## src/common/mac_pkg.sv

```systemverilog
`default_nettype none

package mac_pkg;

   // flow bus geometry
   localparam int N_LANES = 4;
   localparam int LANE_W = 2;

   // configuration field widths
   localparam int PERIOD_W = 4;
   localparam int SHIFT_W = 5;

   // static configuration word, 17 bits
   typedef struct packed {
      logic [LANE_W-1:0]   sel_a;
      logic [LANE_W-1:0]   sel_b;
      logic [LANE_W-1:0]   sel_c;
      // beats per group, 0 stands for 16
      logic [PERIOD_W-1:0] period;
      logic [SHIFT_W-1:0]  shift;
      logic                acc_in;
      logic                acc_out;
   } mac_cfg_t;

   // group position tags that ride with every beat
   typedef struct packed {
      logic first;
      logic last;
   } mac_tag_t;

   // width of the tagged operand word between the input side and the pipeline
   function automatic int op_w(input int data_w);
      return 3 * data_w + $bits(mac_tag_t);
   endfunction

   // width of the accumulator and of the sum handed to the output side
   function automatic int sum_w(input int data_w);
      return 2 * data_w;
   endfunction

   // index of the last beat in a group
   // period 0 wraps to 15, which gives 16 beats
   function automatic logic [PERIOD_W-1:0] last_beat(input logic [PERIOD_W-1:0] period);
      return period - 1'b1;
   endfunction

endpackage

`default_nettype wire

```

## src/hdl/mac_unit_top.sv

```systemverilog
`timescale 1ns/1ps
`default_nettype none

module mac_unit_top #(
   parameter int DATA_W = 16
) (
   input  logic                                   clk,
   input  logic                                   rst,
   input  mac_pkg::mac_cfg_t                      cfg,
   input  logic [mac_pkg::N_LANES*DATA_W-1:0]     in_lanes,
   input  logic                                   in_valid,
   output logic                                   in_ready,
   output logic [DATA_W-1:0]                      out_data,
   output logic                                   out_valid,
   input  logic                                   out_ready
);

   logic [mac_pkg::op_w(DATA_W)-1:0]  op;
   logic                              op_valid;
   logic [mac_pkg::sum_w(DATA_W)-1:0] sum;
   logic                              sum_valid;
   // global stall enable from the output side
   logic                              adv;

   operand_select #(
      .DATA_W(DATA_W)
   ) u_operand_select (
      .clk(clk),
      .rst(rst),
      .cfg(cfg),
      .in_lanes(in_lanes),
      .in_valid(in_valid),
      .in_ready(in_ready),
      .adv(adv),
      .op(op),
      .op_valid(op_valid)
   );

   mac_pipeline #(
      .DATA_W(DATA_W)
   ) u_mac_pipeline (
      .clk(clk),
      .rst(rst),
      .cfg(cfg),
      .op(op),
      .op_valid(op_valid),
      .adv(adv),
      .sum(sum),
      .sum_valid(sum_valid)
   );

   result_buffer #(
      .DATA_W(DATA_W)
   ) u_result_buffer (
      .clk(clk),
      .rst(rst),
      .cfg(cfg),
      .sum(sum),
      .sum_valid(sum_valid),
      .adv(adv),
      .out_data(out_data),
      .out_valid(out_valid),
      .out_ready(out_ready)
   );

endmodule

`default_nettype wire

```

## src/hdl/operand_select.sv

```systemverilog
`timescale 1ns/1ps
`default_nettype none

module operand_select #(
   parameter int DATA_W = 16
) (
   input  logic                                   clk,
   input  logic                                   rst,
   input  mac_pkg::mac_cfg_t                      cfg,
   input  logic [mac_pkg::N_LANES*DATA_W-1:0]     in_lanes,
   input  logic                                   in_valid,
   output logic                                   in_ready,
   input  logic                                   adv,
   output logic [mac_pkg::op_w(DATA_W)-1:0]       op,
   output logic                                   op_valid
);

   typedef struct packed {
      logic signed [DATA_W-1:0] a;
      logic signed [DATA_W-1:0] b;
      logic signed [DATA_W-1:0] c;
      mac_pkg::mac_tag_t        tag;
   } op_t;

   logic [DATA_W-1:0]            lanes [mac_pkg::N_LANES];
   logic [mac_pkg::PERIOD_W-1:0] beat_cnt;
   logic                         accept;
   logic                         is_first;
   logic                         is_last;
   op_t                          op_q;

   // split the flow bus into lanes
   always_comb begin
      for (int i = 0; i < mac_pkg::N_LANES; i++) begin
         lanes[i] = in_lanes[i*DATA_W +: DATA_W];
      end
   end

   // the whole unit stalls together, so ready is just the advance enable
   assign in_ready = adv;
   assign accept = in_valid && adv;

   assign is_first = (beat_cnt == '0);
   assign is_last = (beat_cnt == mac_pkg::last_beat(cfg.period));

   // position within the current group
   always_ff @(posedge clk or posedge rst) begin
      if (rst) begin
         beat_cnt <= '0;
      end else if (accept) begin
         if (is_last) begin
            beat_cnt <= '0;
         end else begin
            beat_cnt <= beat_cnt + 1'b1;
         end
      end
   end

   // valid bit follows the input whenever the stage moves
   always_ff @(posedge clk or posedge rst) begin
      if (rst) begin
         op_valid <= 1'b0;
      end else if (adv) begin
         op_valid <= in_valid;
      end
   end

   // operand payload
   always_ff @(posedge clk) begin
      if (accept) begin
         op_q.a <= lanes[cfg.sel_a];
         op_q.b <= lanes[cfg.sel_b];
         op_q.c <= lanes[cfg.sel_c];
         op_q.tag.first <= is_first;
         op_q.tag.last <= is_last;
      end
   end

   assign op = op_q;

endmodule

`default_nettype wire

```

## src/hdl/result_buffer.sv

```systemverilog
`timescale 1ns/1ps
`default_nettype none

module result_buffer #(
   parameter int DATA_W = 16
) (
   input  logic                                   clk,
   input  logic                                   rst,
   input  mac_pkg::mac_cfg_t                      cfg,
   input  logic [mac_pkg::sum_w(DATA_W)-1:0]      sum,
   input  logic                                   sum_valid,
   output logic                                   adv,
   output logic [DATA_W-1:0]                      out_data,
   output logic                                   out_valid,
   input  logic                                   out_ready
);

   localparam int SUM_W = mac_pkg::sum_w(DATA_W);

   logic signed [SUM_W-1:0] shifted;
   logic [DATA_W-1:0]       result;
   logic [DATA_W-1:0]       mem [2];
   logic                    wr_ptr;
   logic                    rd_ptr;
   logic [1:0]              count;
   logic                    push;
   logic                    pop;

   // arithmetic shift, then pick a half
   assign shifted = $signed(sum) >>> cfg.shift;
   assign result = cfg.acc_out ? shifted[SUM_W-1:DATA_W] : shifted[DATA_W-1:0];

   assign pop = out_valid && out_ready;
   // room left once this cycle's pop is taken into account
   assign adv = (count < 2'd2) || pop;
   assign push = sum_valid && adv;

   always_ff @(posedge clk or posedge rst) begin
      if (rst) begin
         wr_ptr <= 1'b0;
         rd_ptr <= 1'b0;
         count <= '0;
      end else begin
         if (push) begin
            wr_ptr <= ~wr_ptr;
         end
         if (pop) begin
            rd_ptr <= ~rd_ptr;
         end
         if (push && !pop) begin
            count <= count + 1'b1;
         end else if (pop && !push) begin
            count <= count - 1'b1;
         end
      end
   end

   // storage
   always_ff @(posedge clk) begin
      if (push) begin
         mem[wr_ptr] <= result;
      end
   end

   assign out_valid = (count != '0);
   assign out_data = mem[rd_ptr];

endmodule

`default_nettype wire

```

## src/mac/mac_pipeline.sv

```systemverilog
`timescale 1ns/1ps
`default_nettype none

module mac_pipeline #(
   parameter int DATA_W = 16
) (
   input  logic                                   clk,
   input  logic                                   rst,
   input  mac_pkg::mac_cfg_t                      cfg,
   input  logic [mac_pkg::op_w(DATA_W)-1:0]       op,
   input  logic                                   op_valid,
   input  logic                                   adv,
   output logic [mac_pkg::sum_w(DATA_W)-1:0]      sum,
   output logic                                   sum_valid
);

   localparam int SUM_W = mac_pkg::sum_w(DATA_W);

   typedef struct packed {
      logic signed [DATA_W-1:0] a;
      logic signed [DATA_W-1:0] b;
      logic signed [DATA_W-1:0] c;
      mac_pkg::mac_tag_t        tag;
   } op_t;

   // product stage contents
   typedef struct packed {
      logic signed [SUM_W-1:0] prod;
      logic signed [SUM_W-1:0] bias;
      mac_pkg::mac_tag_t       tag;
   } prod_t;

   op_t                     op_s;
   logic signed [SUM_W-1:0] prod_d;
   logic signed [SUM_W-1:0] bias_d;
   prod_t                   prod_q;
   logic                    prod_valid;
   logic signed [SUM_W-1:0] acc_q;
   logic                    acc_valid;
   logic                    acc_last;

   assign op_s = op;

   // full double-width signed product
   assign prod_d = op_s.a * op_s.b;

   // bias from c, sign-extended, only when enabled
   always_comb begin
      if (cfg.acc_in) begin
         bias_d = {{DATA_W{op_s.c[DATA_W-1]}}, op_s.c};
      end else begin
         bias_d = '0;
      end
   end

   // stage one control
   always_ff @(posedge clk or posedge rst) begin
      if (rst) begin
         prod_valid <= 1'b0;
      end else if (adv) begin
         prod_valid <= op_valid;
      end
   end

   // stage one payload
   always_ff @(posedge clk) begin
      if (adv && op_valid) begin
         prod_q.prod <= prod_d;
         prod_q.bias <= bias_d;
         prod_q.tag <= op_s.tag;
      end
   end

   // stage two control
   always_ff @(posedge clk or posedge rst) begin
      if (rst) begin
         acc_valid <= 1'b0;
         acc_last <= 1'b0;
      end else if (adv) begin
         acc_valid <= prod_valid;
         acc_last <= prod_q.tag.last;
      end
   end

   // accumulator, reloaded at the start of every group
   always_ff @(posedge clk) begin
      if (adv && prod_valid) begin
         if (prod_q.tag.first) begin
            acc_q <= prod_q.bias + prod_q.prod;
         end else begin
            acc_q <= acc_q + prod_q.prod;
         end
      end
   end

   // one result per group
   assign sum = acc_q;
   assign sum_valid = acc_valid && acc_last;

endmodule

`default_nettype wire

```

## config.mk

```make
export PLATFORM = sky130hd
export DESIGN_NAME = mac_unit_top
export DESIGN_NICKNAME = d
export VERILOG_FILES = /design/src/common/mac_pkg.sv /design/src/hdl/mac_unit_top.sv /design/src/hdl/operand_select.sv /design/src/hdl/result_buffer.sv /design/src/mac/mac_pipeline.sv
export SDC_FILE = /design/constraint.sdc
export NUM_CORES = 1
export LEC_CHECK = 0
export ABC_AREA = 0
export BUFFER_PORTS_ARGS = -buffer_cell sky130_fd_sc_hd__buf_2
export CELL_PAD_IN_SITES_DETAIL_PLACEMENT = 0
export CELL_PAD_IN_SITES_GLOBAL_PLACEMENT = 1
export CORE_MARGIN = 2
export CORE_UTILIZATION = 45
export DETAILED_ROUTE_END_ITERATION = 10
export HOLD_SLACK_MARGIN = 0.08
export PLACE_DENSITY = 0.77
export REMOVE_ABC_BUFFERS = 1
export SYNTH_ARGS = -nofsm -noshare
export SYNTH_HDL_FRONTEND = slang
export SYNTH_SLANG_ARGS = --single-unit
```

## constraint.sdc

```tcl
create_clock -name clk -period 7.7 [get_ports clk]
set_input_delay 0.77 -clock clk [delete_from_list [all_inputs] [get_ports clk]]
set_output_delay 0.77 -clock clk [all_outputs]
set_load 0.01 [all_outputs]
```

# [Word level (Yosys, flattened, before mapping)]
# Memories as Yosys holds them, arrays and structs flattened.
# Cells that the tools add are included.
[op_classes] n_shift=1 magnitude_cmp=4 n_eq_ne=1 multipliers=1 muxes=16 bitwise=5 addsub=6 reduce_logical=14 div=0
[op_table] cell="two-way mux 16 bit" n=7
[op_table] cell="binary-select mux 16 bit (select 2 bit)" n=3
[op_table] cell="adder 16 x 32 -> 32 bit" n=1
[op_table] cell="adder 32 bit" n=1
[op_table] cell="multiplier 16 x 16 -> 32 bit" n=1
[op_table] cell="two-way mux 32 bit" n=1
[op_table] cell=">>> shifter 32 x 5 -> 32 bit" n=1
[op_table] cell="greater-or-equal comparator 3 bit, second input constant" n=3
[op_table] cell="NOT 2 -> 3 bit" n=3
[op_table] cell="logical AND 1 bit" n=8
[op_table] cell="adder 4 x 1 -> 4 bit, second input constant" n=1
[op_table] cell="equality test 4 bit" n=1
[op_table] cell="logical NOT 4 bit" n=1
[op_table] cell="two-way mux 2 bit" n=2
[op_table] cell="two-way mux 4 bit" n=1
[op_table] cell="nonzero test 2 bit" n=2
[op_table] cell="subtractor 4 x 1 -> 4 bit, second input constant" n=1
[op_table] cell="adder 2 x 1 -> 2 bit, second input constant" n=1
[op_table] cell="logical NOT 1 bit" n=2
[op_table] cell="less-than comparator 2 bit, second input constant" n=1
[op_table] cell="two-way mux 1 bit" n=2
[op_table] cell="NOT 1 bit" n=2
[op_table] cell="subtractor 2 x 1 -> 2 bit, second input constant" n=1
[op_table] cell="logical OR 1 bit" n=1
[word_totals] ram_bits=32 memories=1 register_bits=144 rom_bits=0 latchBits=0 in_bits=85
[memory_table] memory="u_result_buffer.mem" depth=2 word_bits=16 read_ports=1 rd_ports_with_merged_regs=0 wr=1 line_no="result_buffer.sv:22" text="logic [DATA_W-1:0] mem [2];"

# [Longest topological paths before layout]
# Gate-level depths: netlist of run 1.
[logic_depth] word_depth=8 depth_mapped=23 ltp_nobuf=21

# [Hierarchy]
# From an unflattened synthesis of run 1, not the netlist that was laid out.
[hier_totals] cells_unflattened=1923 area_unflattened_um2=20876.3
[by_module_without_submodules] mod="mac_pipeline" n_inst=1 area_each_um2=14461.4 cells_each=1466
[by_module_without_submodules] mod="result_buffer" n_inst=1 area_each_um2=3388.2 cells_each=306
[by_module_without_submodules] mod="operand_select" n_inst=1 area_each_um2=3026.7 cells_each=151

# [Least setup slack after synthesis of run 1]
# No wires, ideal clock.
[synth_path] path_type="register to register" from="reg u_operand_select.op_q (netlist bit u_operand_select.op[49])" to="reg u_mac_pipeline.prod_q[65] in the netlist's numbering, data pin" slack_ns=1.530 t_arrival_ns=6.034 setup_ns=0.136 path_stages_with_launch=20 path_buffers=1 period_less_slack_ns=6.170 path_cell_list="edfxtp_1 clkbuf_1 nand2_1 inv_1 fa_1 fa_1 inv_1 fa_1 inv_1 fa_1 fa_1 fa_1 ha_1 and4_1 and2_1 and4_1 a221oi_2 a21oi_2 or4_1 nand3_1"
[synth_via] elab_chain_cells=1
[synth_rtl] item="from (decl)" line_no="operand_select.sv:30" text="op_t op_q;"
[synth_rtl] item="multiplier 16 x 16 -> 32 bit" line_no="mac_pipeline.sv:45" text="assign prod_d = op_s.a * op_s.b;"
[synth_rtl] item="net u_mac_pipeline.prod_d[31]" line_no="mac_pipeline.sv:34" text="logic signed [SUM_W-1:0] prod_d;"
[synth_rtl] item="to (decl)" line_no="mac_pipeline.sv:36" text="prod_t prod_q;"
# The timed path passes the listed nets, and every way through them passes these cells.
# A chain may end at the register's enable or synchronous reset.

# [Worst setup path after layout of run 1]
[layout_path] from="reg u_operand_select.op_q (netlist bit u_operand_select.op[19])" to="reg u_mac_pipeline.prod_q[65] in the netlist's numbering, data pin"
# Same word-level chain as after synthesis.

==> results.cfg, run 1 <==
[synthesis]
synthCells = 1882
yosys_most_used_dff = edfxtp_1
synth_area_um2 = 20300
synth-seq-cells = 176
synth_cell_types = 72
ys_async_sr_fraction_pct = 6.82
postSynthAreaPerCell_um2 = 10.8
yosysSeqAreaShare_pct = 25.7
synth_edf_count = 164
yosys_warnings = 0

[grt]
antenna_found_initial = 0
first_global_vias = 15100
grt_usage_pct = 21.6
grt_max_degree = 55
overflow = 0
grt_pass1_wl_mm = 79.0

[cells_and_area]
fin_nets = 2393
design_area_um2 = 21900
num_antenna_cells = 0
synthToLayoutAreaGrowth_pct = 7.82
drive_above_1_share_pct = 13.7
final_util_pct = 49.3

[route]
viasPerCell = 5.48
via_count = 13900
wire_per_inst_um = 18.6
drc = 0
first_pass_iters = 8
ant_nets = 0
drt_wl_total_mm = 47.1
drtIter0Drc = 835

[sta]
slew_headroom_pct = 37.6
hold_viol = 0
setup_tns_ps = 0
skew_ps = 14.4
fin_ws_ps = 1030
finalCritPeriodShare_pct = 86.7
fin_crit_ps = 6670
setup_viol = 0
fmax_ghz = 0.150
tightestPinTransition_ps = 932
rsz0062_at_grt = false
maxSlewViolCount = 0

[placed_design]
post-place-ws_ps = 1070
gp_congestion = 0.876
portBuffers = 102
place_hpwl_mm = 36.8
placed_cell_area_um2 = 21300

[clocking]
cts_sinks = 176
post-cts-setup-buffer-count = 0
cts_buffers = 17
tritoncts = yes
cts_resized = 0
clk_pin_slew_ps = 80
htree_num_levels = 4
clkLatencyLatePin_ps = 460
clockRootBuffer = clkbuf_16
cts_buffer_depth = 2
hold_buffers = 0

[critical_path]
r2r_cells = 18
rrSetupSlack_ps = 1030
cp-start-kind = flip-flop
worstPathArrival_ps = 7000
r2r-end = u_mac_pipeline.prod_q[65]$_DFFE_PP_
crit_type = reg2reg
cp.required_ps = 8030
regToRegStartpoint = u_operand_select.op[19]$_DFFE_PP_
setup.worst_path.start = u_operand_select.op[19]$_DFFE_PP_
endpoint_kind = flip-flop
crit_fanout = 16

[floorplan]
start_util_pct = 45.8
die_area_um2 = 46900
die_h_um = 217
core.rowCount = 77
die_width_um = 217
core_area_um2 = 44400
top_level_ports = 103

[flow_run]
maxCapViolations = 0

[worst_hold_path]
hold_path_class = in2async

[status]
status = completed
## layout make-up
cell class | instances | area (µm²)
clock buffers | 17 | 425
clock inverters | 15 | 186
fillers | 3974 | 22500
inverters | 337 | 1260
multi-input cells | 1289 | 13500
flip-flops and latches | 176 | 5230
well taps | 592 | 741
repair buffers | 107 | 548
## per-layer routing
layer | GRT usage (%) | vias to the layer above | part of all wire, %
met2 | 36.7 | 350 | 49
met4 | 9.04 | 0 | 4.0
met1 | 28.0 | 7093 | 43
met3 | 2.55 | 83 | 4.2
met5 | 0 | - | 0
li1 | - | 6350 | -
## worst max-delay path by stage
| stage | depth (start not counted) | endpoint |
|---|---|---|
| final | 18 | u_mac_pipeline.prod_q[65]$_DFFE_PP_ |
| after global routing | 18 | u_mac_pipeline.prod_q[65]$_DFFE_PP_ |
| after CTS | 18 | u_mac_pipeline.prod_q[65]$_DFFE_PP_ |
| after detailed placement | 18 | u_mac_pipeline.prod_q[65]$_DFFE_PP_ |
| after global placement | 18 | u_mac_pipeline.prod_q[65]$_DFFE_PP_ |
| after floorplan | 18 | u_mac_pipeline.prod_q[65]$_DFFE_PP_ |
## critical path, cell delays in order, from the launching register on
cell	delay, ps
edfxtp_1	730
nand2_1	200
inv_1	160
fa_1	560
fa_1	860
inv_1	160
fa_1	500
inv_1	50
fa_1	540
fa_1	420
fa_1	440
ha_1	370
and4_1	220
and2_1	170
and4_1	210
a221oi_2	270
a21oi_2	120
or4_1	470
nand3_1	90
## sequential cells by signal, indices dropped and copies added, names as in the netlist
name and count:
u_mac_pipeline.acc_last 1, u_mac_pipeline.acc_valid 1, u_mac_pipeline.prod_q 50, u_mac_pipeline.prod_valid 1
u_mac_pipeline.sum 32, u_operand_select.beat_cnt 4, u_operand_select.op 50, u_operand_select.op_valid 1
u_result_buffer.count 2, u_result_buffer.mem 32, u_result_buffer.rd_ptr 1, u_result_buffer.wr_ptr 1
## metrics by stage
step	std cells	hold WS, ps
floorplan	1802	400
global placement	2501	402
detailed placement	2501	405
CTS	2533	312
global route	2533	356
finish	2533	306
## logic make-up (layout without fill, tap and decap cells)
logic type               Yosys count  in the layout  share of synthesized area (%)
AND/OR/NAND/NOR                  470            470                           11.6
buffers and inverters            417            476                           7.76
adder cells (fa/ha/maj)          380            380                           33.1
AO/OA/AOI/OAI                    243            243                           7.85
flip-flops                       176            176                           25.7
multiplexers                     126            126                           11.0
XOR/XNOR                          70             70                           3.02
## synthesized netlist by cell type (5+ instances only)
library cell	instances	area share (%)
edfxtp_1	164	24
clkbuf_1	65	1.2
a31oi_1	5	0.15
mux2i_1	16	0.79
xor2_1	22	0.95
nor2b_1	9	0.28
nand2_1	185	3.4
dfrtp_1	12	1.5
nor3_1	14	0.34
buf_1	9	0.17
nand3_1	16	0.39
o21a_1	10	0.37
o21bai_1	7	0.26
nand2b_1	14	0.43
a211oi_1	13	0.48
and3_1	10	0.31
mux2_2	36	2.0
inv_1	335	6.2
mux4_2	74	8.2
a21oi_1	58	1.4
nor2_1	48	0.89
o21ai_0	61	1.5
o211ai_1	18	0.66
fa_1	263	26
and2_1	149	4.6
xnor2_1	48	2.1
a21o_1	23	0.85
ha_1	117	7.2
## cell usage in the layout, fill, tap and decap left out, types with 22 or more instances in the layout
| cell type | instances |
|---|---|
| a21o_1 | 23 |
| a21oi_1 | 58 |
| and2_1 | 148 |
| buf_2 | 102 |
| edfxtp_1 | 164 |
| fa_1 | 263 |
| ha_1 | 117 |
| inv_1 | 334 |
| mux2_2 | 36 |
| mux4_2 | 74 |
| nand2_1 | 185 |
| nor2_1 | 48 |
| o21ai_0 | 61 |
| xnor2_1 | 48 |
| xor2_1 | 22 |
Power of run 1 is left out: the tool's default activity adds up to more than one toggle a clock period on the data nets, which glitch-free logic cannot reach.
==> inputs of run 2 (changes only) <==
--- a/config.mk
+++ b/config.mk
@@ -6,14 +6,15 @@
 export NUM_CORES = 1
 export LEC_CHECK = 0
 export ABC_AREA = 0
+export ABC_CLOCK_PERIOD_IN_PS = 7700
 export BUFFER_PORTS_ARGS = -buffer_cell sky130_fd_sc_hd__buf_2
 export CELL_PAD_IN_SITES_DETAIL_PLACEMENT = 0
 export CELL_PAD_IN_SITES_GLOBAL_PLACEMENT = 1
 export CORE_MARGIN = 2
-export CORE_UTILIZATION = 45
+export CORE_UTILIZATION = 51
 export DETAILED_ROUTE_END_ITERATION = 10
 export HOLD_SLACK_MARGIN = 0.08
-export PLACE_DENSITY = 0.77
+export PLACE_DENSITY = 0.85
 export REMOVE_ABC_BUFFERS = 1
 export SYNTH_ARGS = -nofsm -noshare
 export SYNTH_HDL_FRONTEND = slang
==> run 2 against run 1 <==
  * Design area down 0.30%
  * Largest cell class unchanged
  * Non-clock buffer count increased by 2
  * Hold slack worse by 3.3 ps
  * Wire length fell by 1.7%
  * Worst setup slack better by 0.78 ps
==> results.cfg, run 2 (same netlist as run 1, synthesis figures left out) <==
[cells_and_area]
final_util_pct = 55.2
synthToLayoutAreaGrowth_pct = 7.50
mostFrequentLayoutCells = inv_1, fa_1, nand2_1
fin_nets = 2395
design_area_um2 = 21800
drive_above_1_share_pct = 13.7
num_antenna_cells = 0
final_common_cell = inv_1

[grt]
grt_max_degree = 55
antenna_found_initial = 0
first_global_vias = 15100
grt_pass1_wl_mm = 78.0
grt_usage_pct = 24.4
overflow = 0

[clocking]
cts_sinks = 176
htree_num_levels = 4
clk_pin_slew_ps = 70
tritoncts = yes
clockRootBuffer = clkbuf_16
cts_buffers = 17
post-cts-setup-buffer-count = 0
hold_buffers = 0
cts_buffer_depth = 2
cts_resized = 0
clkLatencyLatePin_ps = 470

[route]
drt_wl_total_mm = 46.2
drtIter0Drc = 894
wire_per_inst_um = 18.7
via_count = 13900
viasPerCell = 5.65
drc = 0
ant_nets = 0
first_pass_iters = 5

[critical_path]
crit_fanout = 16
cp.required_ps = 8020
cp-start-kind = flip-flop
worstPathArrival_ps = 7000
endpoint_kind = flip-flop
crit_type = reg2reg
r2r_cells = 18

[sta]
tightestPinTransition_ps = 892
setup_viol = 0
fin_crit_ps = 6670
fmax_ghz = 0.150
setup_tns_ps = 0
slew_headroom_pct = 40.3
hold_viol = 0
finalCritPeriodShare_pct = 86.7
skew_ps = 14.4
holdWs_ps = 303
maxSlewViolCount = 0
rsz0062_at_grt = false

[floorplan]
start_util_pct = 51.4
die_width_um = 204
die_area_um2 = 41500
core.rowCount = 73
die_h_um = 204
top_level_ports = 103
core_area_um2 = 39500

[placed_design]
place_hpwl_mm = 36.5
gp_congestion = 0.870
portBuffers = 102
placed_cell_area_um2 = 21200

[status]
status = completed

[flow_run]
maxCapViolations = 0

[worst_hold_path]
hold_path_class = in2async
-- run 2: changes by cell type in the layout (fill, tap and decap cells not counted), sizes merged --
cell and delta:
buf +2
-- run 2: per-layer routing --
| layer | routed length, µm | vias to the layer above | GRT usage, % |
|---|---|---|---|
| met1 | 19400 | 7138 | 31.0 |
| met5 | 0 | - | 0 |
| li1 | - | 6354 | - |
| met3 | 1680 | 83 | 2.62 |
| met2 | 23700 | 373 | 42.8 |
| met4 | 1490 | 0 | 9.49 |
-- run 2: worst paths after layout --
check                                                  startpoint                                  endpoint  slack, ps
max in group asynchronous                                     rst  u_operand_select.beat_cnt[1]$_DFFE_PP0P_       7070
worst max-delay path            u_operand_select.op[19]$_DFFE_PP_       u_mac_pipeline.prod_q[65]$_DFFE_PP_       1030
worst min register to register   u_operand_select.op[1]$_DFFE_PP_        u_mac_pipeline.prod_q[1]$_DFFE_PP_        430
min in group clk                 u_operand_select.op[1]$_DFFE_PP_        u_mac_pipeline.prod_q[1]$_DFFE_PP_        430
worst min-delay path                                          rst        u_result_buffer.rd_ptr$_DFFE_PP0P_        300
worst max register to register  u_operand_select.op[19]$_DFFE_PP_       u_mac_pipeline.prod_q[65]$_DFFE_PP_       1030
-- run 2: final cells by class --
class | count | area (µm²)
Inverter | 337 | 1260
Timing Repair Buffer | 109 | 563
Sequential cell | 176 | 5230
Fill cell | 3369 | 17700
Multi-Input combinational cell | 1289 | 13500
Tap cell | 525 | 657
Clock buffer | 17 | 425
Clock inverter | 15 | 190
-- run 2: worst max-delay path, stage by stage (launching register included) --
cell      delay, ps
edfxtp_1        640
nand2_1         220
inv_1           100
fa_1            650
fa_1            840
inv_1           150
fa_1            500
inv_1            50
fa_1            550
fa_1            430
fa_1            440
ha_1            350
and4_1          220
and2_1          180
and4_1          210
a221oi_2        290
a21oi_2         120
or4_1           480
nand3_1         110
-- run 2: through the flow --
step,setup WS [ps],cells
6_report,1030,2468
5_1_grt,676,2468
4_1_cts,1000,2468
3_5_place_dp,1030,2436
3_3_place_gp,1170,2436
2_1_floorplan,1600,1802
Power of run 2 is left out for the same reason.
==> inputs of run 3 (changes only) <==
--- a/config.mk
+++ b/config.mk
@@ -6,7 +6,7 @@
 export NUM_CORES = 1
 export LEC_CHECK = 0
 export ABC_AREA = 0
-export ABC_CLOCK_PERIOD_IN_PS = 7700
+export ABC_CLOCK_PERIOD_IN_PS = 6700
 export BUFFER_PORTS_ARGS = -buffer_cell sky130_fd_sc_hd__buf_2
 export CELL_PAD_IN_SITES_DETAIL_PLACEMENT = 0
 export CELL_PAD_IN_SITES_GLOBAL_PLACEMENT = 1
@@ -14,7 +14,7 @@
 export CORE_UTILIZATION = 51
 export DETAILED_ROUTE_END_ITERATION = 10
 export HOLD_SLACK_MARGIN = 0.08
-export PLACE_DENSITY = 0.85
+export PLACE_DENSITY = 0.8
 export REMOVE_ABC_BUFFERS = 1
 export SYNTH_ARGS = -nofsm -noshare
 export SYNTH_HDL_FRONTEND = slang
==> constraint.sdc (replaced) <==
create_clock -name clk -period 6.7 [get_ports clk]
set_input_delay 0.67 -clock clk [delete_from_list [all_inputs] [get_ports clk]]
set_output_delay 0.67 -clock clk [all_outputs]
set_load 0.01 [all_outputs]
==> run 3 against run 2 <==
  * Clock skew shrank 3.3 ps
  * Core utilization grew 0.57 points
  * Global-route usage grew 0.33 points
  * Worst setup slack lost 730 ps
  * Critical path depth grew 1
  * Non-clock buffer count grew 38
  * Via count grew 0.76%
  * Sequential cell count is the same
  * Design area grew 1.0%
  * Clock-buffer cell count grew 5
  * Highest routed layer unchanged
==> results.cfg, run 3 (same netlist as run 1, synthesis figures left out) <==
[critical_path]
cp-start-kind = flip-flop
worstPathArrival_ps = 6720
crit_chain = and2_1, fa_1, inv_1, fa_1, fa_1, inv_1, fa_1, fa_1, inv_1, fa_1, inv_1, ha_1, or4_4, a211oi_2, a211oi_2, a221oi_2, a21oi_2, or4_1, nand3_1
critPathMostFrequentCell = fa_1
slowest_stage = edfxtp_1
critPathMaxStageDelay_ps = 680
crit_fanout = 16
crit_type = reg2reg
setup.worst_path.start = u_operand_select.op[47]$_DFFE_PP_
endpoint_kind = flip-flop
regToRegStartpoint = u_operand_select.op[47]$_DFFE_PP_
cp.required_ps = 7010

[cells_and_area]
drive_above_1_share_pct = 15.2
final_common_cell = inv_1
final_util_pct = 55.8
synthToLayoutAreaGrowth_pct = 8.61
nFillCells = 3412
num_antenna_cells = 0
fin_nets = 2433
mostFrequentLayoutCells = inv_1, fa_1, nand2_1

[sta]
skew_ps = 11.1
rsz0062_at_grt = false
fmax_ghz = 0.156
setup_viol = 0
setup_tns_ps = 0
hold_viol = 0
tightestPinTransition_ps = 893
maxSlewViolCount = 0
slew_headroom_pct = 40.2
holdWs_ps = 213
fin_crit_ps = 6410
finalCritPeriodShare_pct = 95.6

[route]
first_pass_iters = 5
viasPerCell = 5.61
drc = 0
drtIter0Drc = 985
drt_wl_total_mm = 48.1
wire_per_inst_um = 19.2
ant_nets = 0
via_count = 14100

[floorplan]
top_level_ports = 103
die_area_um2 = 41500
die_width_um = 204
core_area_um2 = 39500
die_h_um = 204
core.rowCount = 73
start_util_pct = 51.4

[placed_design]
portBuffers = 102
place_hpwl_mm = 37.5
gp_congestion = 0.885

[clocking]
tritoncts = yes
cts_buffer_depth = 2
clk_pin_slew_ps = 70
cts_sinks = 176
cts_buffers = 17
clockRootBuffer = clkbuf_16
clkLatencyLatePin_ps = 450
htree_num_levels = 4
hold_buffers = 0

[worst_hold_path]
hold_path_class = in2async

[grt]
overflow = 0
antenna_found_initial = 0
grt_usage_pct = 24.7
first_global_vias = 14900
grt_max_degree = 55
grt_pass1_wl_mm = 78.7

[status]
status = completed

[flow_run]
maxCapViolations = 0
## run 3: changes by cell type in the layout (fill, tap and decap cells not counted), moves of 2 or more
cell,before,now
buf_12,0,2
clkinv_4,2,0
inv_4,0,4
clkbuf_1,0,4
clkinv_8,2,0
buf_4,7,43
bufinv_16,2,0
inv_6,6,2
## run 3: worst max-delay path, delay by kind of cell, from the launching register on
family                   cells  cell delay, ps
adder cells (fa/ha/maj)      7            3210
AND/OR/NAND/NOR              4            1420
AO/OA/AOI/OAI                4             750
flip-flops                   1             680
buffers and inverters        4             210
## run 3: final timing paths
path                                                       endpoint  cells after the start  slack [ps]
max in group asynchronous  u_operand_select.beat_cnt[1]$_DFFE_PP0P_                      2        6180
max                             u_mac_pipeline.prod_q[65]$_DFFE_PP_                     19         290
min                            u_result_buffer.count[0]$_DFFE_PP0P_                      2         210
max reg2reg                     u_mac_pipeline.prod_q[65]$_DFFE_PP_                     19         290
min in group clk                 u_mac_pipeline.prod_q[1]$_DFFE_PP_                      0         420
min reg2reg                      u_mac_pipeline.prod_q[1]$_DFFE_PP_                      0         420
## run 3: cell type report
class                      count  area, µm²  share of cell area [%]
clock buffer                  22        454                    2.06
tap                          525        657                    2.98
timing repair buffer         147        873                    3.96
multi-input combinational   1289      13500                    61.3
sequential                   176       5230                    23.7
inverter                     337       1260                    5.73
clock inverter                10       75.1                   0.340
## run 3: timing repair
item                                    CTS  global route
endpoints found under the setup margin    0             4
setup buffers                             0            18
gates resized for setup                   0             1
## run 3: metal layers
metal  track usage (%)  routed length, µm  up-vias
met5                 0                  0        -
met2              41.8              23700      364
li1                  -                  -     6411
met4              8.60               1440        0
met1              33.1              20800     7206
met3              2.86               2140       73
## run 3: per-stage QoR
step | cell area [µm²] | instances | setup WS [ps]
2_1_floorplan | 20000 | 1802 | 601
3_3_place_gp | 21400 | 2456 | 281
3_5_place_dp | 21400 | 2456 | 142
4_1_cts | 21900 | 2488 | 110
5_1_grt | 22100 | 2506 | 3.71
6_report | 22100 | 2506 | 293
Power of run 3 is left out for the same reason.
